### config.mk
export PLATFORM = sky130hd
export DESIGN_NAME = way_ram
export DESIGN_NICKNAME = d
export VERILOG_FILES = /design/src/hdl/way_ram.sv
export SDC_FILE = /design/constraint.sdc
export NUM_CORES = 1
export LEC_CHECK = 0
export ABC_CLOCK_PERIOD_IN_PS = 3700
export BUFFER_PORTS_ARGS = -buffer_cell sky130_fd_sc_hd__buf_2
export CAP_MARGIN = 20
export CORE_MARGIN = 10
export CORE_UTILIZATION = 40
export DETAILED_ROUTE_END_ITERATION = 8
export HOLD_SLACK_MARGIN = 0.15
export SYNTH_ARGS = -nofsm -noshare
export SYNTH_HDL_FRONTEND = slang
export SYNTH_SLANG_ARGS = --single-unit
### constraint.sdc
create_clock -name clk -period 3.7 [get_ports clk]
set_input_delay 0.185 -clock clk [delete_from_list [all_inputs] [get_ports clk]]
set_output_delay 0.185 -clock clk [all_outputs]
set_load 0.02 [all_outputs]
### src/hdl/way_ram.sv
`timescale 1ns/1ps

module way_ram #(
	parameter int  SETS    = 32,
	parameter type entry_t = logic
) (
	input  logic                    clk,
	input  logic [$clog2(SETS)-1:0] set,
	input  logic                    wen,
	input  entry_t                  wdata,
	output entry_t                  rdata
);

	entry_t mem [SETS];

	// write lands on the edge, read follows the set index directly
	always_ff @(posedge clk) begin
		if (wen) begin
			mem[set] <= wdata;
		end
	end

	assign rdata = mem[set];

endmodule

### Yosys cells after proc, flatten, opt, wreduce, memory -nomap -nowiden

Memory sizes are Yosys's and may differ from the RTL's.
Index checks and enable logic that the tools add are counted.

* input port bits: 8
* word-level logic and storage cells: 3
* memories kept: 1
* output and inout port bits: 1
* ROM bits: 0
* latch bits: 0
* flip-flop bits (word level): 0
* memory bits (writable): 32

* bitwise gates (word level): 0
* equality and inequality tests: 0
* $mul: 0
* div/mod/pow operators: 0
* magnitude comparators: 0
* add/sub/neg operators: 0
* reductions and logical operators: 0
* multiplexer cells: 2
* shift operators: 0

Memories
* mem: depth 32, bits a word 1, read ports 1, clocked after memory_dff 0, write ports 1, line 14 `entry_t mem [SETS];`

Operators with widths (number)
* $mux 1: 2

### Depth between registers and ports, before layout

* word-level depth: 2
* gate-level depth with buffers: 6
* depth with buffers taken out: 4

### Least setup slack after synthesis

No wires, ideal clock.

* kind: in2out
* start point: input port set[1]
* end point: output port rdata
* stages on the path: 6
* data required time: 3515 ps
* data arrival time: 1295 ps
* slack: 2220 ps
* buffers on the path: 2
* cells stage by stage: buf_2 buf_2 mux2i_1 o22ai_1 nor3_1 o2111ai_2

* longest elaborated chain between the ends: 1

RTL lines
* start, declared: line 8 `input logic [$clog2(SETS)-1:0] set,`
* $mem_v2 32x1
* end, declared: line 11 `output entry_t rdata`

Every way passes these cells.

### Worst setup path after layout

* start point: memory mem[0] (netlist name)
* end point: output port rdata

* longest elaborated chain between the ends: 1

RTL lines (line)
* start, declared: 14
* $mem_v2 32x1

Every way passes these cells.

==> metrics <==
first-pass GRT wire length=4450 microns; Detail Route Antenna Nets=0; Worst-path clk slew=0.06 ns; Yosys Warn Count=0; Layout Area Growth over Synthesis=9.46%; total chip power=692 uW; CTS tree=done; Slew Limit Fails=0; Hold Crit Class=input port to flop; largest area contributor in the netlist=edfxtp_1; Post-Syn Area per Cell=13.6 sq um; DR iter-0 viols=52; Hold Buf Count CTS=0; DIE AREA=0.00654 sq mm; Max-Cap Viols=0; Worst Path Arrival=1.73 ns; std cell rows=22; commonest cells after routing, fill and taps aside=nor2_1, edfxtp_1, mux2i_1, buf_2; RSZ-0062 raised after global routing=false; RD Place Congestion=0.724; Tcrit/Tclk final=51.8%; H-tree levels=2; Post-Layout Cell Count=166; GRT overflow=0; die width=80.9 microns; Reg with most FFs=mem; Gate Count Post-Synth=109; Total Routing Usage GR=8.99%; CTS sink count=32; cell area power density=427 mW/mm^2; Req. time, crit path=3.51 ns; total number of vias=859; number of CTS-inserted buffers=5; final core occ=44.6%; # placed instances=159; Routed WL=2670 microns; core box area=0.00363 sq mm; vias in the first global route=895; DR WL/cell=16.1 microns; Crit Path Max Fanout=1; I/O Buffers=8; worst slew pin tran=0.469 ns; Cell variety after synth=19; #FFs+latches synth=32; post-cts resize count=0; Hold Vio Cnt, Final=0; die height=80.9 microns; Post-CTS Setup Bufs=0; Via-to-Cell Ratio=5.17; status=completed; Setup WS post-layout=1.78 ns; post-route setup TNS=0 ns; clock buffer depth=2; effective utilization at floorplan=40.8%; Worst VDD drop=0.248 mV; diode count=0; Slew headroom=68.7%; layout cells sized above 1=16.9%; Syn Nets=117; Post-Syn Area=0.00148 sq mm; largest cells by area after synthesis=edfxtp_1, nor2_1, mux2i_1; # IOs=9; largest registers in the final layout=mem (32); Nets=126; Post-DP HPWL=1820 microns; Leak=0.000525 uW; post-synth top area share=64.9%; pin count of the biggest net entering global routing=33; endpoint class of the critical path=output pin; Max Clk Rate=522 MHz; DR pass1 iterations=4; DRC=0; Setup WS pre-CTS=1.95 ns; initial antenna violation count=0; Setup Viol. Count Final=0; Seq/Total Area, Yosys=64.9%; max FFs per register=32; min cycle time layout=1.92 ns; Worst Path Class, Setup=flop to output pin; root buffer cell=clkbuf_8; Worst setup SP type=flop
logic make-up after synthesis:
| family | count (synthesis) | synth area share [%] |
|---|---|---|
| compound gates | 5 | 3.12 |
| buf+inv | 7 | 2.70 |
| flops | 32 | 64.9 |
| mux | 13 | 11.6 |
| simple gates | 52 | 17.7 |
per-layer routing:
layer / wire, microns / GRT usage, %
met1: 1310 / 11.3
met2: 1240 / 13.9
met3: 98 / 3.53
met4: 10 / 3.11
met5: 0 / 0
final timing paths:
| kind | from | endpoint | slack [ns] | depth (start not counted) |
|---|---|---|---|---|
| worst max-delay path | mem[0] | rdata | 1.78 | 5 |
| worst min-delay path | wdata | mem[13] | 0.40 | 1 |
critical path: stages (launching register included):
cell	delay (ns)
edfxtp_1	0.37
mux4_2	0.46
nor2b_4	0.14
nor3_2	0.20
o2111ai_2	0.12
buf_2	0.18
per-stage QoR:
stage / area (sq um) / hold WS (ns)
detailed placement: 1550 / 0.695
finish: 1620 / 0.403
CTS: 1620 / 0.400
global placement: 1550 / 0.673
floorplan: 1480 / 0.284
global route: 1620 / 0.436
layout make-up:
class	count	area (sq um)
Fill cell	355	2010
Sequential cell	32	961
Multi-Input combinational cell	70	480
Clock buffer	5	68.8
Tap cell	48	60.1
Timing Repair Buffer	8	40.0
Clock inverter	2	7.51
Inverter	1	3.75
report_power, final:
part | internal (uW) | leakage (uW) | switching (uW)
clock network | 124 | 0.0000391 | 112
logic | 18.8 | 0.000198 | 33.3
registers | 403 | 0.000288 | 0.940
total | 546 | 0.000525 | 146
Yosys cell counts, drive strengths merged:
cell	count
edfxtp	32
nor2	32
mux2i	10
buf	6
nand3b	5
nor3	5
o22ai	4
mux4	3
nand3	3
or3b	3
nand2b	2
inv	1
nor2b	1
o2111ai	1
or3	1
Note: power is estimated with default switching activity, not from simulation.
