<file path="src/hdl/cache_geom_pkg.sv">
package cache_geom_pkg;

	// associativity is fixed, the replacement tree below assumes four ways
	localparam int WAYS = 4;

	// words per line, also the number of beats in every memory burst
	localparam int WORDS_PER_LINE = 8;

	typedef logic [31:0] word_t;

	// one full line, word 0 in the low bits
	typedef logic [WORDS_PER_LINE*32-1:0] line_t;

	typedef logic [3:0] strb_t;

	// one-hot way select
	typedef logic [WAYS-1:0] way_vec_t;

	// tree bits of one set
	// bit 0 root, set when ways 0/1 were used last
	// bit 1 left pair, set when way 0 was used last
	// bit 2 right pair, set when way 2 was used last
	typedef logic [WAYS-2:0] plru_t;

	// word index inside a line
	typedef logic [$clog2(WORDS_PER_LINE)-1:0] word_sel_t;

endpackage

</file>
<file path="src/hdl/cache_bus_pkg.sv">
package cache_bus_pkg;

	// one CPU access as captured by the cache
	// addr is a byte address, word aligned
	typedef struct packed {
		logic                  wr;
		cache_geom_pkg::word_t addr;
		cache_geom_pkg::word_t wdata;
		cache_geom_pkg::strb_t wstrb;
	} cpu_req_t;

	// one burst beat, shared by refill and write-back channels
	typedef struct packed {
		cache_geom_pkg::word_t data;
		logic                  last;
	} mem_beat_t;

endpackage

</file>
<file path="src/hdl/line_buffer.sv">
`timescale 1ns/1ps

module line_buffer #(
	parameter int SETS = 32
) (
	input  logic                                              clk,
	input  cache_bus_pkg::cpu_req_t                           req,
	input  cache_geom_pkg::line_t [cache_geom_pkg::WAYS-1:0]  way_lines,
	input  cache_geom_pkg::way_vec_t                          way_sel,
	input  logic                                              load_victim,
	input  logic                                              shift_out,
	input  logic                                              shift_in,
	input  logic                                              write_line,
	input  cache_geom_pkg::word_t                             refill_data,
	output cache_geom_pkg::word_t                             wr_data,
	output cache_geom_pkg::word_t                             rsp_data,
	output cache_geom_pkg::line_t                             wdata_line
);

	localparam int LINE_W = $bits(cache_geom_pkg::line_t);

	cache_geom_pkg::line_t     sel_line;
	cache_geom_pkg::line_t     merged_line;
	cache_geom_pkg::line_t     line_q;
	cache_geom_pkg::word_t     merged_word;
	cache_geom_pkg::word_sel_t word_idx;

	// set index is taken as a plain address field
	if (SETS < 2 || (SETS & (SETS - 1)) != 0) begin : g_sets_check
		$error("SETS must be a power of two");
	end

	assign word_idx = req.addr[2 +: $bits(cache_geom_pkg::word_sel_t)];

	always_comb begin
		sel_line = '0;
		for (int i = 0; i < cache_geom_pkg::WAYS; i++) begin
			if (way_sel[i]) begin
				sel_line = sel_line | way_lines[i];
			end
		end
	end

	assign rsp_data = sel_line[word_idx*32 +: 32];

	// byte lanes without strobe keep the cached value
	always_comb begin
		for (int b = 0; b < 4; b++) begin
			merged_word[b*8 +: 8] = req.wstrb[b] ? req.wdata[b*8 +: 8] : rsp_data[b*8 +: 8];
		end
		merged_line = sel_line;
		merged_line[word_idx*32 +: 32] = merged_word;
	end

	// victim leaves low word first, refill beats enter at the top
	always_ff @(posedge clk) begin
		if (load_victim) begin
			line_q <= sel_line;
		end else if (shift_out) begin
			line_q <= {32'b0, line_q[LINE_W-1:32]};
		end else if (shift_in) begin
			line_q <= {refill_data, line_q[LINE_W-1:32]};
		end
	end

	assign wr_data    = line_q[31:0];
	assign wdata_line = write_line ? merged_line : line_q;

	a_shift_excl: assert property (@(posedge clk)
		!(shift_in && shift_out));

endmodule

</file>
<file path="config.mk">
export PLATFORM = sky130hd
export DESIGN_NAME = line_buffer
export DESIGN_NICKNAME = d
export VERILOG_FILES = /design/src/hdl/cache_geom_pkg.sv /design/src/hdl/cache_bus_pkg.sv /design/src/hdl/line_buffer.sv
export SDC_FILE = /design/constraint.sdc
export NUM_CORES = 1
export LEC_CHECK = 0
export BUFFER_PORTS_ARGS = -buffer_cell sky130_fd_sc_hd__buf_2
export CAP_MARGIN = 30
export CORE_AREA = 2 2 559 561
export CTS_BUF_LIST = sky130_fd_sc_hd__clkbuf_2
export CTS_CLUSTER_SIZE = 8
export DETAILED_ROUTE_END_ITERATION = 12
export DIE_AREA = 0 0 561 563
export PLACE_DENSITY = 0.32
export SETUP_SLACK_MARGIN = 0.02
export SYNTH_ARGS = -nofsm -noshare
export SYNTH_HDL_FRONTEND = slang
export SYNTH_SLANG_ARGS = --single-unit
</file>
<file path="constraint.sdc">
create_clock -name clk -period 6.54 [get_ports clk]
set_input_delay 0 -clock clk [delete_from_list [all_inputs] [get_ports clk]]
set_output_delay 0 -clock clk [all_outputs]
set_load 0.005 [all_outputs]
</file>
# After elaboration in Yosys (flattened, before gate mapping)
# Cells that the tools add are included.
classes:
  n_addsub: 1
  shift: 3
  mux: 13
  n_bitwise: 3
  n_reduce_logical: 1
op_table:
  columns: ["op", "count"]
  rows:
  - ["two-way mux 256 bit", 8]
  - ["OR 256 bit", 3]
  - ["bitwise mux 256 bit", 1]
  - ["variable shift 32 x 34 -> 256 bit (first input constant)", 1]
  - ["indexed part select 256 x 9 -> 32 bit", 1]
  - ["indexed part select 32 x 34 -> 256 bit", 1]
  - ["negation 8 -> 34 bit", 1]
  - ["two-way mux 8 bit", 4]
  - ["nonzero test 3 bit", 1]
totals:
  reg_bits: 256
  in_bits: 1134
  output_inout_bits: 320

# Depth between registers and ports, before layout
logic_depth:
  depth_word: 12
  ltp_mapped: 13
  mapped_depth_nobuf: 9

# Worst setup path before layout
# No wires, ideal clock.
synth_timing:
  kind: "in2reg"
  from: "input port load_victim"
  to: "register line_q[0], enable pin"
  arrival_time_ps: 5944
  required_time_ps: 5906
  slack_ps: -39
  cell_stages: 3
  n_path_buf: 2
  cell_sequence: "clkbuf_1 clkbuf_1 or3_1"
synth_via:
  elab_chain_len: 1
synth_rtl:
  columns: ["item", "line", "source"]
  rows:
  - ["start: declaration", "line_buffer.sv:10", "input logic load_victim,"]
  - ["nonzero test 3 bit (no source line)", null, null]
  - ["end signal: assignment", "line_buffer.sv:58", "line_q <= sel_line;"]
  - ["end signal: assignment", "line_buffer.sv:60", "line_q <= {32'b0, line_q[LINE_W-1:32]};"]
  - ["end signal: assignment", "line_buffer.sv:62", "line_q <= {refill_data, line_q[LINE_W-1:32]};"]
  - ["end: declaration", "line_buffer.sv:24", "cache_geom_pkg::line_t line_q;"]
# Every way passes these cells.
# A chain may end at the register's enable or synchronous reset.

# Final worst setup path
layout_timing:
  from: "input port way_sel[1]"
  to: "output port wdata_line[174]"
layout_via:
  elab_chain_len: 10
  elab_cells_between_ends: 13
layout_rtl:
  columns: ["item", "line", "source"]
  rows:
  - ["start: declaration", "line_buffer.sv:9", "input cache_geom_pkg::way_vec_t way_sel,"]
  - ["two-way mux 256 bit *", "line_buffer.sv:38", "if (way_sel[i]) begin"]
  - ["OR 256 bit", "line_buffer.sv:39", "sel_line = sel_line | way_lines[i];"]
  - ["two-way mux 256 bit *", "line_buffer.sv:38", null]
  - ["OR 256 bit", "line_buffer.sv:39", null]
  - ["two-way mux 256 bit *", "line_buffer.sv:38", null]
  - ["indexed part select 256 x 9 -> 32 bit", "line_buffer.sv:44", "assign rsp_data = sel_line[word_idx*32 +: 32];"]
  - ["two-way mux 8 bit", "line_buffer.sv:49", "merged_word[b*8 +: 8] = req.wstrb[b] ? req.wdata[b*8 +: 8] : rsp_data[b*8 +: 8];"]
  - ["indexed part select 32 x 34 -> 256 bit", "line_buffer.sv:52", "merged_line[word_idx*32 +: 32] = merged_word;"]
  - ["bitwise mux 256 bit *", "line_buffer.sv:52", null]
  - ["two-way mux 256 bit *", "line_buffer.sv:67", "assign wdata_line = write_line ? merged_line : line_q;"]
  - ["end: declaration", "line_buffer.sv:17", "output cache_geom_pkg::line_t wdata_line"]
# Every way passes the cells marked *; elsewhere a longest branch is shown, timed or not.

==> flow_summary.json <==
{
  "synthMuxAreaShare": 0.00568,
  "slew_headroom": 0.108,
  "multi_input_area_sq_mm": 0.0144,
  "max_freq_ghz": 0.210,
  "nNetsFinal": 6745,
  "setup_viol": 0,
  "path_class": "in2out",
  "synth_nets": 3973,
  "holdPathStages": 5,
  "status": "complete, no violations",
  "die_x_um": 561,
  "hp-class": "in2reg",
  "syn_area_sq_mm": 0.0238,
  "regMostFlops": "line_q",
  "ant_nets": 0,
  "finalClockSkew_ns": 0.179,
  "fin_crit_sh": 0.729,
  "first_global_vias": 40800,
  "die-area_sq_mm": 0.316,
  "vias": 42300,
  "cts_buffers": 91,
  "synth_top_family_by_area": "compound AO/OA/AOI/OAI gates",
  "maxCapViolCount": 0,
  "synth_flop_cell": "edfxtp_1",
  "synth_edf_count": 256,
  "io_pins": 1454,
  "wl_um": 362000,
  "regArea_sq_mm": 0.00769,
  "hold_viol": 0,
  "wl_per_cell_um": 36.3,
  "r2r-end": "line_q[124]",
  "antenna_found_initial": 231,
  "worstHoldStart": "way_lines[487]",
  "cts.path.max_buffers": 3,
  "syn_inst": 2834,
  "ff2ff_setup_slack_ns": 4.26,
  "timing.rr.start": "line_q[156]",
  "drt_iter0_drc": 5191,
  "dp_cells": 8197,
  "rows": 205,
  "track_usage": 0.219,
  "slew_viol_final": 0,
  "final_cell_mix": "dlygate4sd3_1, buf_2, nor2_1",
  "cp-end-kind": "primary output",
  "largest_registers": "line_q (256)",
  "die_h_um": 563,
  "dp_hpwl_um": 285000,
  "port-buffer-count": 1423,
  "grt_max_degree": 167,
  "synth_compound_gate_area_share": 0.456,
  "yosysUniqueCellTypes": 65,
  "drc_errors": 0,
  "drtPass1Iterations": 9,
  "cts.clk_slew.worst_paths_ns": 0.10,
  "cts_max_level": 3,
  "finalSetupTns_ns": 0,
  "worstPathArrival_ns": 4.77,
  "core_sq_mm": 0.310,
  "via_per_inst": 4.25,
  "largest_reg_flops": 256,
  "seq_area_frac_synth": 0.323,
  "post_cts_buffers": 0,
  "setup_slack_ns": 1.77,
  "synth_xor_area_frac": 0,
  "cts-root-buf": "clkbuf_2",
  "synth_top_area_share": 0.323,
  "cp_max_fo": 61,
  "crit_path_start_kind": "input port",
  "period_needed_ns": 4.77,
  "final_common_cell": "dlygate4sd3_1",
  "synthAdderAreaFrac": 0.00263,
  "instances_no_fill": 9963,
  "reg2reg_depth": 4,
  "worst_ir_drop_vdd_uv": 125,
  "synth-simple-area-share": 0.133,
  "async_flop_share": 0,
  "worst_ep_required_time_ns": 6.54,
  "drive_above_1_share": 0.324,
  "powerDensity_mw_per_mm2": 159,
  "area_growth_pct": 118,
  "rsz0062_at_grt": "false",
  "cts_tree": "done",
  "yosysTopAreaCell": "edfxtp_1",
  "pre_cts_ws_ns": 2.03,
  "clk_latency_ns": 1.49,
  "grt_pass1_wl_um": 448000,
  "ys_ff_latch": 256,
  "grt-ovfl-total": 0,
  "cts_sinks": 256,
  "yosys_warnings": 0,
  "syn_avg_cell_area_sq_um": 8.40,
  "synthTopCellsByArea": "edfxtp_1, a22oi_1, a22o_1",
  "gp_congestion": 0.934,
  "leakage_nw": 20.4,
  "hold_end": "line_q[231]",
  "fillers": 35500,
  "initial_core_util": 0.0767,
  "tightest_slew_ns": 1.34
}
==> through the flow <==
step / instance area [sq um] / total power [mW] / util / hold WS [ns]
2_1_floorplan: 23800 / 3.33 / - / 0.137
3_3_place_gp: 36000 / 5.50 / 0.116 / 0.295
3_5_place_dp: 36200 / 5.51 / 0.117 / 0.294
4_1_cts: 51600 / 8.30 / 0.166 / 0.00151
5_1_grt: 51800 / 8.57 / 0.167 / 0.0603
6_report: 51900 / 8.25 / 0.167 / 0.114
==> final cells by class <==
| type | count | share of cell area |
|---|---|---|
| flip-flops and latches | 256 | 0.148 |
| multi-input cells | 2176 | 0.278 |
| clock inverters | 24 | 0.00263 |
| repair buffers | 3052 | 0.449 |
| inverters | 29 | 0.00224 |
| well taps | 4140 | 0.0997 |
| clock buffers | 136 | 0.0131 |
| diodes | 150 | 0.00723 |
==> metal layers <==
layer,GRT usage,wire length [um],share of wire
met3,0.0769,38100,0.11
met1,0.280,152000,0.42
met5,0,773,0.0021
met4,0.0900,16500,0.046
met2,0.331,154000,0.43
==> kinds of logic (layout without fill, tap and decap cells) <==
logic type	Yosys count	in the layout
other cells	0	150
fa+ha+maj	5	5
flops	256	256
compound gates	1446	1446
buf+inv	402	3241
mux	7	7
simple gates	718	718
==> critical path, cell delays in order <==
cell and delay (ns):
buf_8 0.43, buf_12 0.35, buf_4 0.30, a221oi_1 0.13, dlygate4sd3_1 0.64, buf_4 0.17, a22o_1 0.32, nor3_1 0.88
nor2_1 0.40, buf_4 0.30, o21ai_0 0.31, buf_2 0.18
==> cell usage after synthesis (28+ instances only) <==
library cell	count
nor3_1	57
o221ai_1	60
buf_4	44
nor2_1	314
buf_1	28
a221oi_1	140
edfxtp_1	256
and2_1	36
nand2_1	178
o21ai_1	97
a22o_1	212
a31oi_1	90
buf_2	99
a222oi_1	105
nand3_1	39
o22ai_1	52
a21oi_1	171
clkbuf_1	189
a22oi_1	303
o21ai_0	83
==> what timing repair did <==
action                                  in CTS  in global routing
endpoints found under the hold margin      512                  0
endpoints found under the setup margin       0                  0
gates resized for setup                      0                  0
hold buffers                              1454                  0
==> power breakdown <==
part / internal, mW / switching (mW)
combinational: 1.81 / 2.56
clock: 0.596 / 1.08
sequential: 2.04 / 0.170
==> how the worst max path moves through the flow <==
stage,from,endpoint,slack (ns)
2_1_floorplan,load_victim,line_q[0],2.57
4_1_cts,way_sel[3],wdata_line[93],1.92
3_3_place_gp,req[39],wdata_line[153],2.10
5_1_grt,req[39],wdata_line[153],1.73
6_report,way_sel[1],wdata_line[174],1.77
3_5_place_dp,req[39],wdata_line[153],2.03
Note: power is estimated with default switching activity, not from simulation.
