[config.mk]
export PLATFORM = sky130hd
export DESIGN_NAME = dcache_ctrl
export DESIGN_NICKNAME = d
export VERILOG_FILES = /design/src/hdl/cache_geom_pkg.sv /design/src/hdl/cache_bus_pkg.sv /design/src/hdl/dcache_ctrl.sv
export SDC_FILE = /design/constraint.sdc
export NUM_CORES = 1
export LEC_CHECK = 0
export BUFFER_PORTS_ARGS = -buffer_cell sky130_fd_sc_hd__buf_2
export CORE_UTILIZATION = 30
export DETAILED_ROUTE_END_ITERATION = 7
export RECOVER_POWER = 100
export SYNTH_ARGS = -nofsm -noshare
export SYNTH_HDL_FRONTEND = slang
export SYNTH_SLANG_ARGS = --single-unit
export TNS_END_PERCENT = 20
[constraint.sdc]
create_clock -name clk -period 15.5 [get_ports clk]
set_input_delay 4.65 -clock clk [delete_from_list [all_inputs] [get_ports clk]]
set_output_delay 4.65 -clock clk [all_outputs]
set_load 0.05 [all_outputs]
[src/hdl/cache_geom_pkg.sv]
package cache_geom_pkg;

	// associativity is fixed, the replacement tree below assumes four ways
	localparam int WAYS = 4;

	// words per line, also the number of beats in every memory burst
	localparam int WORDS_PER_LINE = 8;

	typedef logic [31:0] word_t;

	// one full line, word 0 in the low bits
	typedef logic [WORDS_PER_LINE*32-1:0] line_t;

	typedef logic [3:0] strb_t;

	// one-hot way select
	typedef logic [WAYS-1:0] way_vec_t;

	// tree bits of one set
	// bit 0 root, set when ways 0/1 were used last
	// bit 1 left pair, set when way 0 was used last
	// bit 2 right pair, set when way 2 was used last
	typedef logic [WAYS-2:0] plru_t;

	// word index inside a line
	typedef logic [$clog2(WORDS_PER_LINE)-1:0] word_sel_t;

endpackage

[src/hdl/cache_bus_pkg.sv]
package cache_bus_pkg;

	// one CPU access as captured by the cache
	// addr is a byte address, word aligned
	typedef struct packed {
		logic                  wr;
		cache_geom_pkg::word_t addr;
		cache_geom_pkg::word_t wdata;
		cache_geom_pkg::strb_t wstrb;
	} cpu_req_t;

	// one burst beat, shared by refill and write-back channels
	typedef struct packed {
		cache_geom_pkg::word_t data;
		logic                  last;
	} mem_beat_t;

endpackage

[src/hdl/dcache_ctrl.sv]
`timescale 1ns/1ps

module dcache_ctrl #(
	parameter int  SETS  = 32,
	localparam int SET_W = $clog2(SETS),
	localparam int OFF_W = $clog2(cache_geom_pkg::WORDS_PER_LINE) + 2,
	localparam int TAG_W = 32 - SET_W - OFF_W
) (
	input  logic                    clk,
	input  logic                    rst,
	input  logic                    req_valid,
	input  cache_bus_pkg::cpu_req_t cpu_in,
	output logic                    req_ready,
	output logic                    rsp_valid,
	input  logic                    rsp_ready,
	input  logic                    hit,
	input  logic                    victim_dirty,
	input  logic [TAG_W-1:0]        victim_tag,
	output cache_bus_pkg::cpu_req_t req,
	output logic                    lookup,
	output logic                    evict,
	output logic                    fill,
	output logic                    write_line,
	output logic                    load_victim,
	output logic                    shift_out,
	output logic                    shift_in,
	output logic                    rd_req_valid,
	input  logic                    rd_req_ready,
	output cache_geom_pkg::word_t   rd_req_addr,
	input  logic                    rd_rsp_valid,
	input  logic                    rd_rsp_last,
	output logic                    rd_rsp_ready,
	output logic                    wr_req_valid,
	input  logic                    wr_req_ready,
	output cache_geom_pkg::word_t   wr_req_addr,
	output logic                    wr_data_valid,
	input  logic                    wr_data_ready,
	output logic                    wr_beat_last
);

	typedef enum logic [10:0] {
		S_WAIT     = 11'b000_0000_0001,
		S_LOOKUP   = 11'b000_0000_0010,
		S_EVICT    = 11'b000_0000_0100,
		S_WR_REQ   = 11'b000_0000_1000,
		S_TXD      = 11'b000_0001_0000,
		S_RD_REQ   = 11'b000_0010_0000,
		S_RECV     = 11'b000_0100_0000,
		S_REFILL   = 11'b000_1000_0000,
		S_CACHE_WR = 11'b001_0000_0000,
		S_CACHE_RD = 11'b010_0000_0000,
		S_RESP     = 11'b100_0000_0000
	} state_t;

	state_t state;
	state_t next_state;

	cache_geom_pkg::word_sel_t beat_cnt;

	always_ff @(posedge clk) begin
		if (rst) begin
			state <= S_WAIT;
		end else begin
			state <= next_state;
		end
	end

	always_comb begin
		next_state = state;
		case (state)
			S_WAIT:     if (req_valid) next_state = S_LOOKUP;
			S_LOOKUP: begin
				if (hit) begin
					next_state = req.wr ? S_CACHE_WR : S_CACHE_RD;
				end else begin
					next_state = S_EVICT;
				end
			end
			S_EVICT:    next_state = victim_dirty ? S_WR_REQ : S_RD_REQ;
			S_WR_REQ:   if (wr_req_ready) next_state = S_TXD;
			S_TXD:      if (wr_data_ready && wr_beat_last) next_state = S_RD_REQ;
			S_RD_REQ:   if (rd_req_ready) next_state = S_RECV;
			S_RECV:     if (rd_rsp_valid && rd_rsp_last) next_state = S_REFILL;
			S_REFILL:   next_state = req.wr ? S_CACHE_WR : S_CACHE_RD;
			S_CACHE_WR: next_state = S_WAIT;
			S_CACHE_RD: next_state = S_RESP;
			S_RESP:     if (rsp_ready) next_state = S_WAIT;
			default:    next_state = S_WAIT;
		endcase
	end

	// request held for the whole access
	always_ff @(posedge clk) begin
		if (req_valid && req_ready) begin
			req <= cpu_in;
		end
	end

	// write-back beat count, restarts when the burst is granted
	always_ff @(posedge clk) begin
		if (rst) begin
			beat_cnt <= '0;
		end else if (load_victim) begin
			beat_cnt <= '0;
		end else if (shift_out) begin
			beat_cnt <= beat_cnt + 1'b1;
		end
	end

	assign req_ready  = (state == S_WAIT);
	assign rsp_valid  = (state == S_RESP);
	assign lookup     = (state == S_LOOKUP);
	assign evict      = (state == S_EVICT);
	assign fill       = (state == S_REFILL);
	assign write_line = (state == S_CACHE_WR);

	assign load_victim = (state == S_WR_REQ) && wr_req_ready;
	assign shift_out   = wr_data_valid && wr_data_ready;
	assign shift_in    = rd_rsp_valid && rd_rsp_ready;

	assign rd_req_valid  = (state == S_RD_REQ);
	assign rd_rsp_ready  = (state == S_RECV);
	assign wr_req_valid  = (state == S_WR_REQ);
	assign wr_data_valid = (state == S_TXD);
	assign wr_beat_last  = wr_data_valid && (beat_cnt == cache_geom_pkg::word_sel_t'('1));

	// line aligned, the victim keeps the set of the request
	assign rd_req_addr = {req.addr[31:OFF_W], {OFF_W{1'b0}}};
	assign wr_req_addr = {victim_tag, req.addr[OFF_W +: SET_W], {OFF_W{1'b0}}};

	a_ready_rsp_excl: assert property (@(posedge clk) disable iff (rst)
		!(req_ready && rsp_valid));

endmodule

== Word level (Yosys, flattened, before mapping) ==
Cells that the tools add are included.
Word-level totals
  output and inout bits: 147
  latch bits: 0
  input bits: 102
  word-level logic and storage cells: 44
  register bits after elaboration: 83
  bits in writable memories: 0
  memories: 0
  bits in read-only memories: 0
Operators by class
  bitwise gates (word level): 0
  div/mod/pow operators: 0
  multipliers: 0
  $add $sub $neg: 1
  reductions and logical operators: 9
  equal/unequal tests: 18
  magnitude comparators: 0
  mux-type cells: 10
  shifts and indexed selects: 0
Operators with widths (number)
  one-hot mux 11 bit (10 select lines): 1
  2-to-1 mux 11 bit: 6
  2-to-1 mux 10 bit: 2
  equality test 11 x 1 -> 1 bit (second input constant): 1
  equality test 11 x 10 -> 1 bit (second input constant): 1
  equality test 11 bit (second input constant): 1
  equality test 11 x 2 -> 1 bit (second input constant): 1
  equality test 11 x 3 -> 1 bit (second input constant): 1
  equality test 11 x 4 -> 1 bit (second input constant): 1
  equality test 11 x 5 -> 1 bit (second input constant): 1
  equality test 11 x 6 -> 1 bit (second input constant): 1
  equality test 11 x 7 -> 1 bit (second input constant): 1
  equality test 11 x 8 -> 1 bit (second input constant): 1
  equality test 11 x 9 -> 1 bit (second input constant): 1
  inequality test 2 x 1 -> 1 bit (second input constant): 5
  logical AND 1 bit: 7
  2-to-1 mux 6 bit: 1
  AND reduction 6 bit: 1
  adder 3 x 1 -> 3 bit (second input constant): 1
  equality test 3 bit (second input constant): 1
  inequality test 2 bit (second input constant): 1
  OR reduction 2 bit: 1

== Logic depth before layout (Yosys ltp) ==
  word-level depth: 5
  depth in mapped cells: 7

== Worst setup path before layout ==
OpenSTA, ideal clock, no wires.
  path kind: input-to-reg
  start point: input req_valid
  end point: register req (netlist bit rd_req_addr[10]) (enable)
  required time: 14834 ps
  data arrival time: 11297 ps
  slack: 3537 ps
  cell stages on the path: 2
  buffers on the path: 0
  cells stage by stage: inv_1 > nor4_1
On the way
  longest elaborated chain between the ends: 1
Ends and longest elaborated chain
  start, declared: RTL line dcache_ctrl.sv:11  | input logic req_valid,
  logical AND 1 bit: RTL line dcache_ctrl.sv:94  | if (req_valid && req_ready) begin
  end signal, assigned: RTL line dcache_ctrl.sv:95  | req <= cpu_in;
  end, declared: RTL line dcache_ctrl.sv:19  | output cache_bus_pkg::cpu_req_t req,
No other way between the ends.
A chain may end at the register's enable or synchronous reset.

== Worst setup path in the final report ==
  start point: input wr_data_ready
  end point: output shift_out
On the way
  longest elaborated chain between the ends: 1
Ends and longest elaborated chain
  start, declared: RTL line dcache_ctrl.sv:37  | input logic wr_data_ready,
  logical AND 1 bit: RTL line dcache_ctrl.sv:118  | assign shift_out = wr_data_valid && wr_data_ready;
  end, declared: RTL line dcache_ctrl.sv:25  | output logic shift_out,
No other way between the ends.

==> results.toml <==
[worst_setup_path]
slowest_delay_ns = 0.46
worst_ep_required_time_ns = 10.85
crit_slowest_cell = "clkbuf_1"
cp-start-kind = "primary input"
crit_type = "primary input to output pin"
path_cells = "clkbuf_1 > nand2_1 > inv_1 > clkbuf_1"
ff2ff_path_depth = 3
end_kind = "output pin"
crit_fanout = 4
cpMostUsedCell = "clkbuf_1"
cp.arrival_ns = 5.47

[drt]
vias_per_cell = 4.23
wl_met3_um = 724
dr.pass1.iters = 4
drc = 0
drt_wl_total_mm = 7.61
routedLengthMet1_mm = 3.07
ant_nets = 0
avgRoutedWirePerCell_um = 14.3
drtIter0Drc = 49
top_layer = "met4"
dr_wl_met2_mm = 3.75
vias = 2248

[die]
core_area_mm2 = 0.0110
die_area_mm2 = 0.0118
pin_count = 249
start_util_pct = 31.2
die_w_um = 109
rows = 38
die_y_um = 109

[power_and_ir_drop]
powerDensity_mw_per_mm2 = 166
static-leakage-power_nw = 1.59
clockPowerShare_pct = 27.1
combPwrFrac_pct = 30.5
sequentialPowerShare_pct = 42.4
p_int_uw = 421
switching_share_pct = 39.7
peakVddDrop_mv = 0.0669
power.net_switching_uw = 277

[cells_and_area]
final_area_mm2 = 0.00421
final_cells = 531
regArea_mm2 = 0.00235
num-nets-final = 491
drive_gt1_share_pct = 25.3
syn_to_final_growth_pct = 22.9
fillers = 1128
antenna_cells = 0
multi_input_area_um2 = 563

[grt]
grt_pass1_wl_mm = 10.7
grt_pass1_vias = 2058
track_usage_pct = 12.5
antenna_found_initial = 0
grt_max_degree = 70
grt-ovfl-total = 0

[yosys]
syn_area_per_cell_um2 = 14.1
synth_mux_area_share_pct = 0.585
ys_seq_area_share_pct = 68.7
synth_edf_count = 69
syn_inst = 242
ys_async_sr_fraction_pct = 0
synth_compound_area_share_pct = 3.55
synth_xor_area_share_pct = 0.768
syn-cell-area_mm2 = 0.00342
synth_fa_ha_area_share_pct = 0.731
synth_cell_type_count = 41
yosys_warnings = 0
ys_seq_elements = 83
synth_top_family_by_area = "buffers and inverters"
synth-main-ff-cell = "edfxtp_1"
synth-simple-area-share_pct = 9.84

[job]
drv_cap = 1

[timing]
fmax_mhz = 98.8
post-route-period-util_pct = 65.3
worst_slew_pin_slew_ns = 3.61
slew_headroom_pct = -141
fin_crit_ns = 10.12
timing.final.max_slew_violations = 70
skew_ns = 0.00667
setup_viol = 0
tns_ns = 0
rsz0062_at_grt = "no"
hold_violations = 0

[clock_tree]
cts_tree = "yes"
cts-resized-gates = 0
path_clk_slew_ns = 0.06
numCtsBuffers = 9
post_cts_buffers = 0
clock_latency_ns = 0.33
postCtsHoldBufs = 0
cts_buffer_depth = 2
ctsRootBufferMaster = "clkbuf_16"
cts_sinks = 83
cts.htree.levels = 3

[outcome]
violations = "max-capacitance violations, max-slew violations"
outcome = "finished, violations left"

[placement]
dp.cells = 516
port_buffers = 194
finalWeightedCongestion = 0.792
dp_hpwl_mm = 5.72
dpl-instance-area_mm2 = 0.00411

[worst_hold_path]
hold_path_depth = 1
holdCritPathClass = "flop to flop"
[state kept, by name, summed over array words and instances (netlist names)]
signal,flops
req,42
rd_req_addr,27
state,11
beat_cnt,3
[placed cells by master (no fill, tap or decap), types with 2 or more instances in the layout]
cell,instances
nand2_1,7
inv_1,7
or4_1,2
nand2b_1,4
ha_1,2
nor3_1,12
conb_1,10
o21ai_0,4
or4b_2,4
nor4b_1,2
dfxtp_1,14
xor2_1,2
nor2_1,5
or2_2,2
edfxtp_1,69
clkinvlp_4,2
clkbuf_16,9
mux2i_1,2
nor4_1,5
a21oi_1,8
clkbuf_1,119
and2_1,3
buf_2,78
[critical path: cells and delay by family]
kind	cells	cell delay, ns
AND/OR/NAND/NOR	1	0.15
buffers and inverters	3	0.66
[metrics by stage]
stage	power, mW	util, %	worst slack, ns	hold WS [ns]
after floorplan	0.506	-	3.54	0.475
after global placement	0.521	37.4	5.64	0.485
after detailed placement	0.522	37.4	5.61	0.488
after CTS	0.714	39.7	5.61	0.505
after global routing	0.728	38.3	5.34	0.541
final	0.697	38.3	5.38	0.503
[layout make-up]
cell class | instances | share of cell area (%)
clock buffers | 11 | 5.53
flip-flops and latches | 83 | 55.9
repair buffers | 195 | 19.7
inverters | 7 | 0.625
clock inverters | 4 | 0.654
well taps | 140 | 4.16
multi-input cells | 91 | 13.4
[routing by layer]
layer  vias to the layer above  GRT usage [%]
met5                         -              0
li1                       1086              -
met2                       139           20.5
met1                      1014           14.1
met3                         9           4.84
met4                         0           6.08
[cells in the mapped netlist, types with 2 or more instances]
cell type,count,area share (%)
and2_1,4,0.73
nand2_1,7,0.77
inv_1,7,0.77
nor4_1,5,0.91
a21oi_1,7,1.0
buf_4,64,14
mux2i_1,2,0.59
xor2_1,2,0.51
nor3_1,12,1.8
o21ai_0,4,0.59
nand2b_1,4,0.73
clkbuf_1,2,0.22
dfxtp_1,14,8.2
or4_1,2,0.44
ha_1,2,0.73
or4b_2,4,1.2
nor4b_1,2,0.51
nor2_1,5,0.55
edfxtp_1,69,61
or2_2,2,0.37
buf_2,2,0.29
[logic make-up (layout without fill, tap and decap cells)]
kind of cell	after synthesis	count (layout)
adder cells (fa/ha/maj)	2	2
other	1	10
flip-flops	83	83
AND/OR/NAND/NOR	55	55
buffers and inverters	77	217
multiplexers	2	2
AO/OA/AOI/OAI	19	19
XOR/XNOR	3	3
[worst paths after layout]
check | slack, ns | to | start
worst min register to register | 0.50 | state[8] | req[68]
worst min-delay path | 0.50 | state[8] | req[68]
worst max-delay path | 5.38 | shift_out | wr_data_ready
worst max register to register | 11.10 | rd_req_addr[6] | state[5]
[power groups by stage]
stage          registers, mW  clock network [mW]  logic (mW)
4_1_cts                0.291               0.196       0.226
3_5_place_dp           0.296                   0       0.226
6_report               0.296               0.189       0.212
5_1_grt                0.300               0.205       0.223
2_1_floorplan          0.393                   0       0.112
3_3_place_gp           0.295                   0       0.226
(Power assumes the default switching activity.)
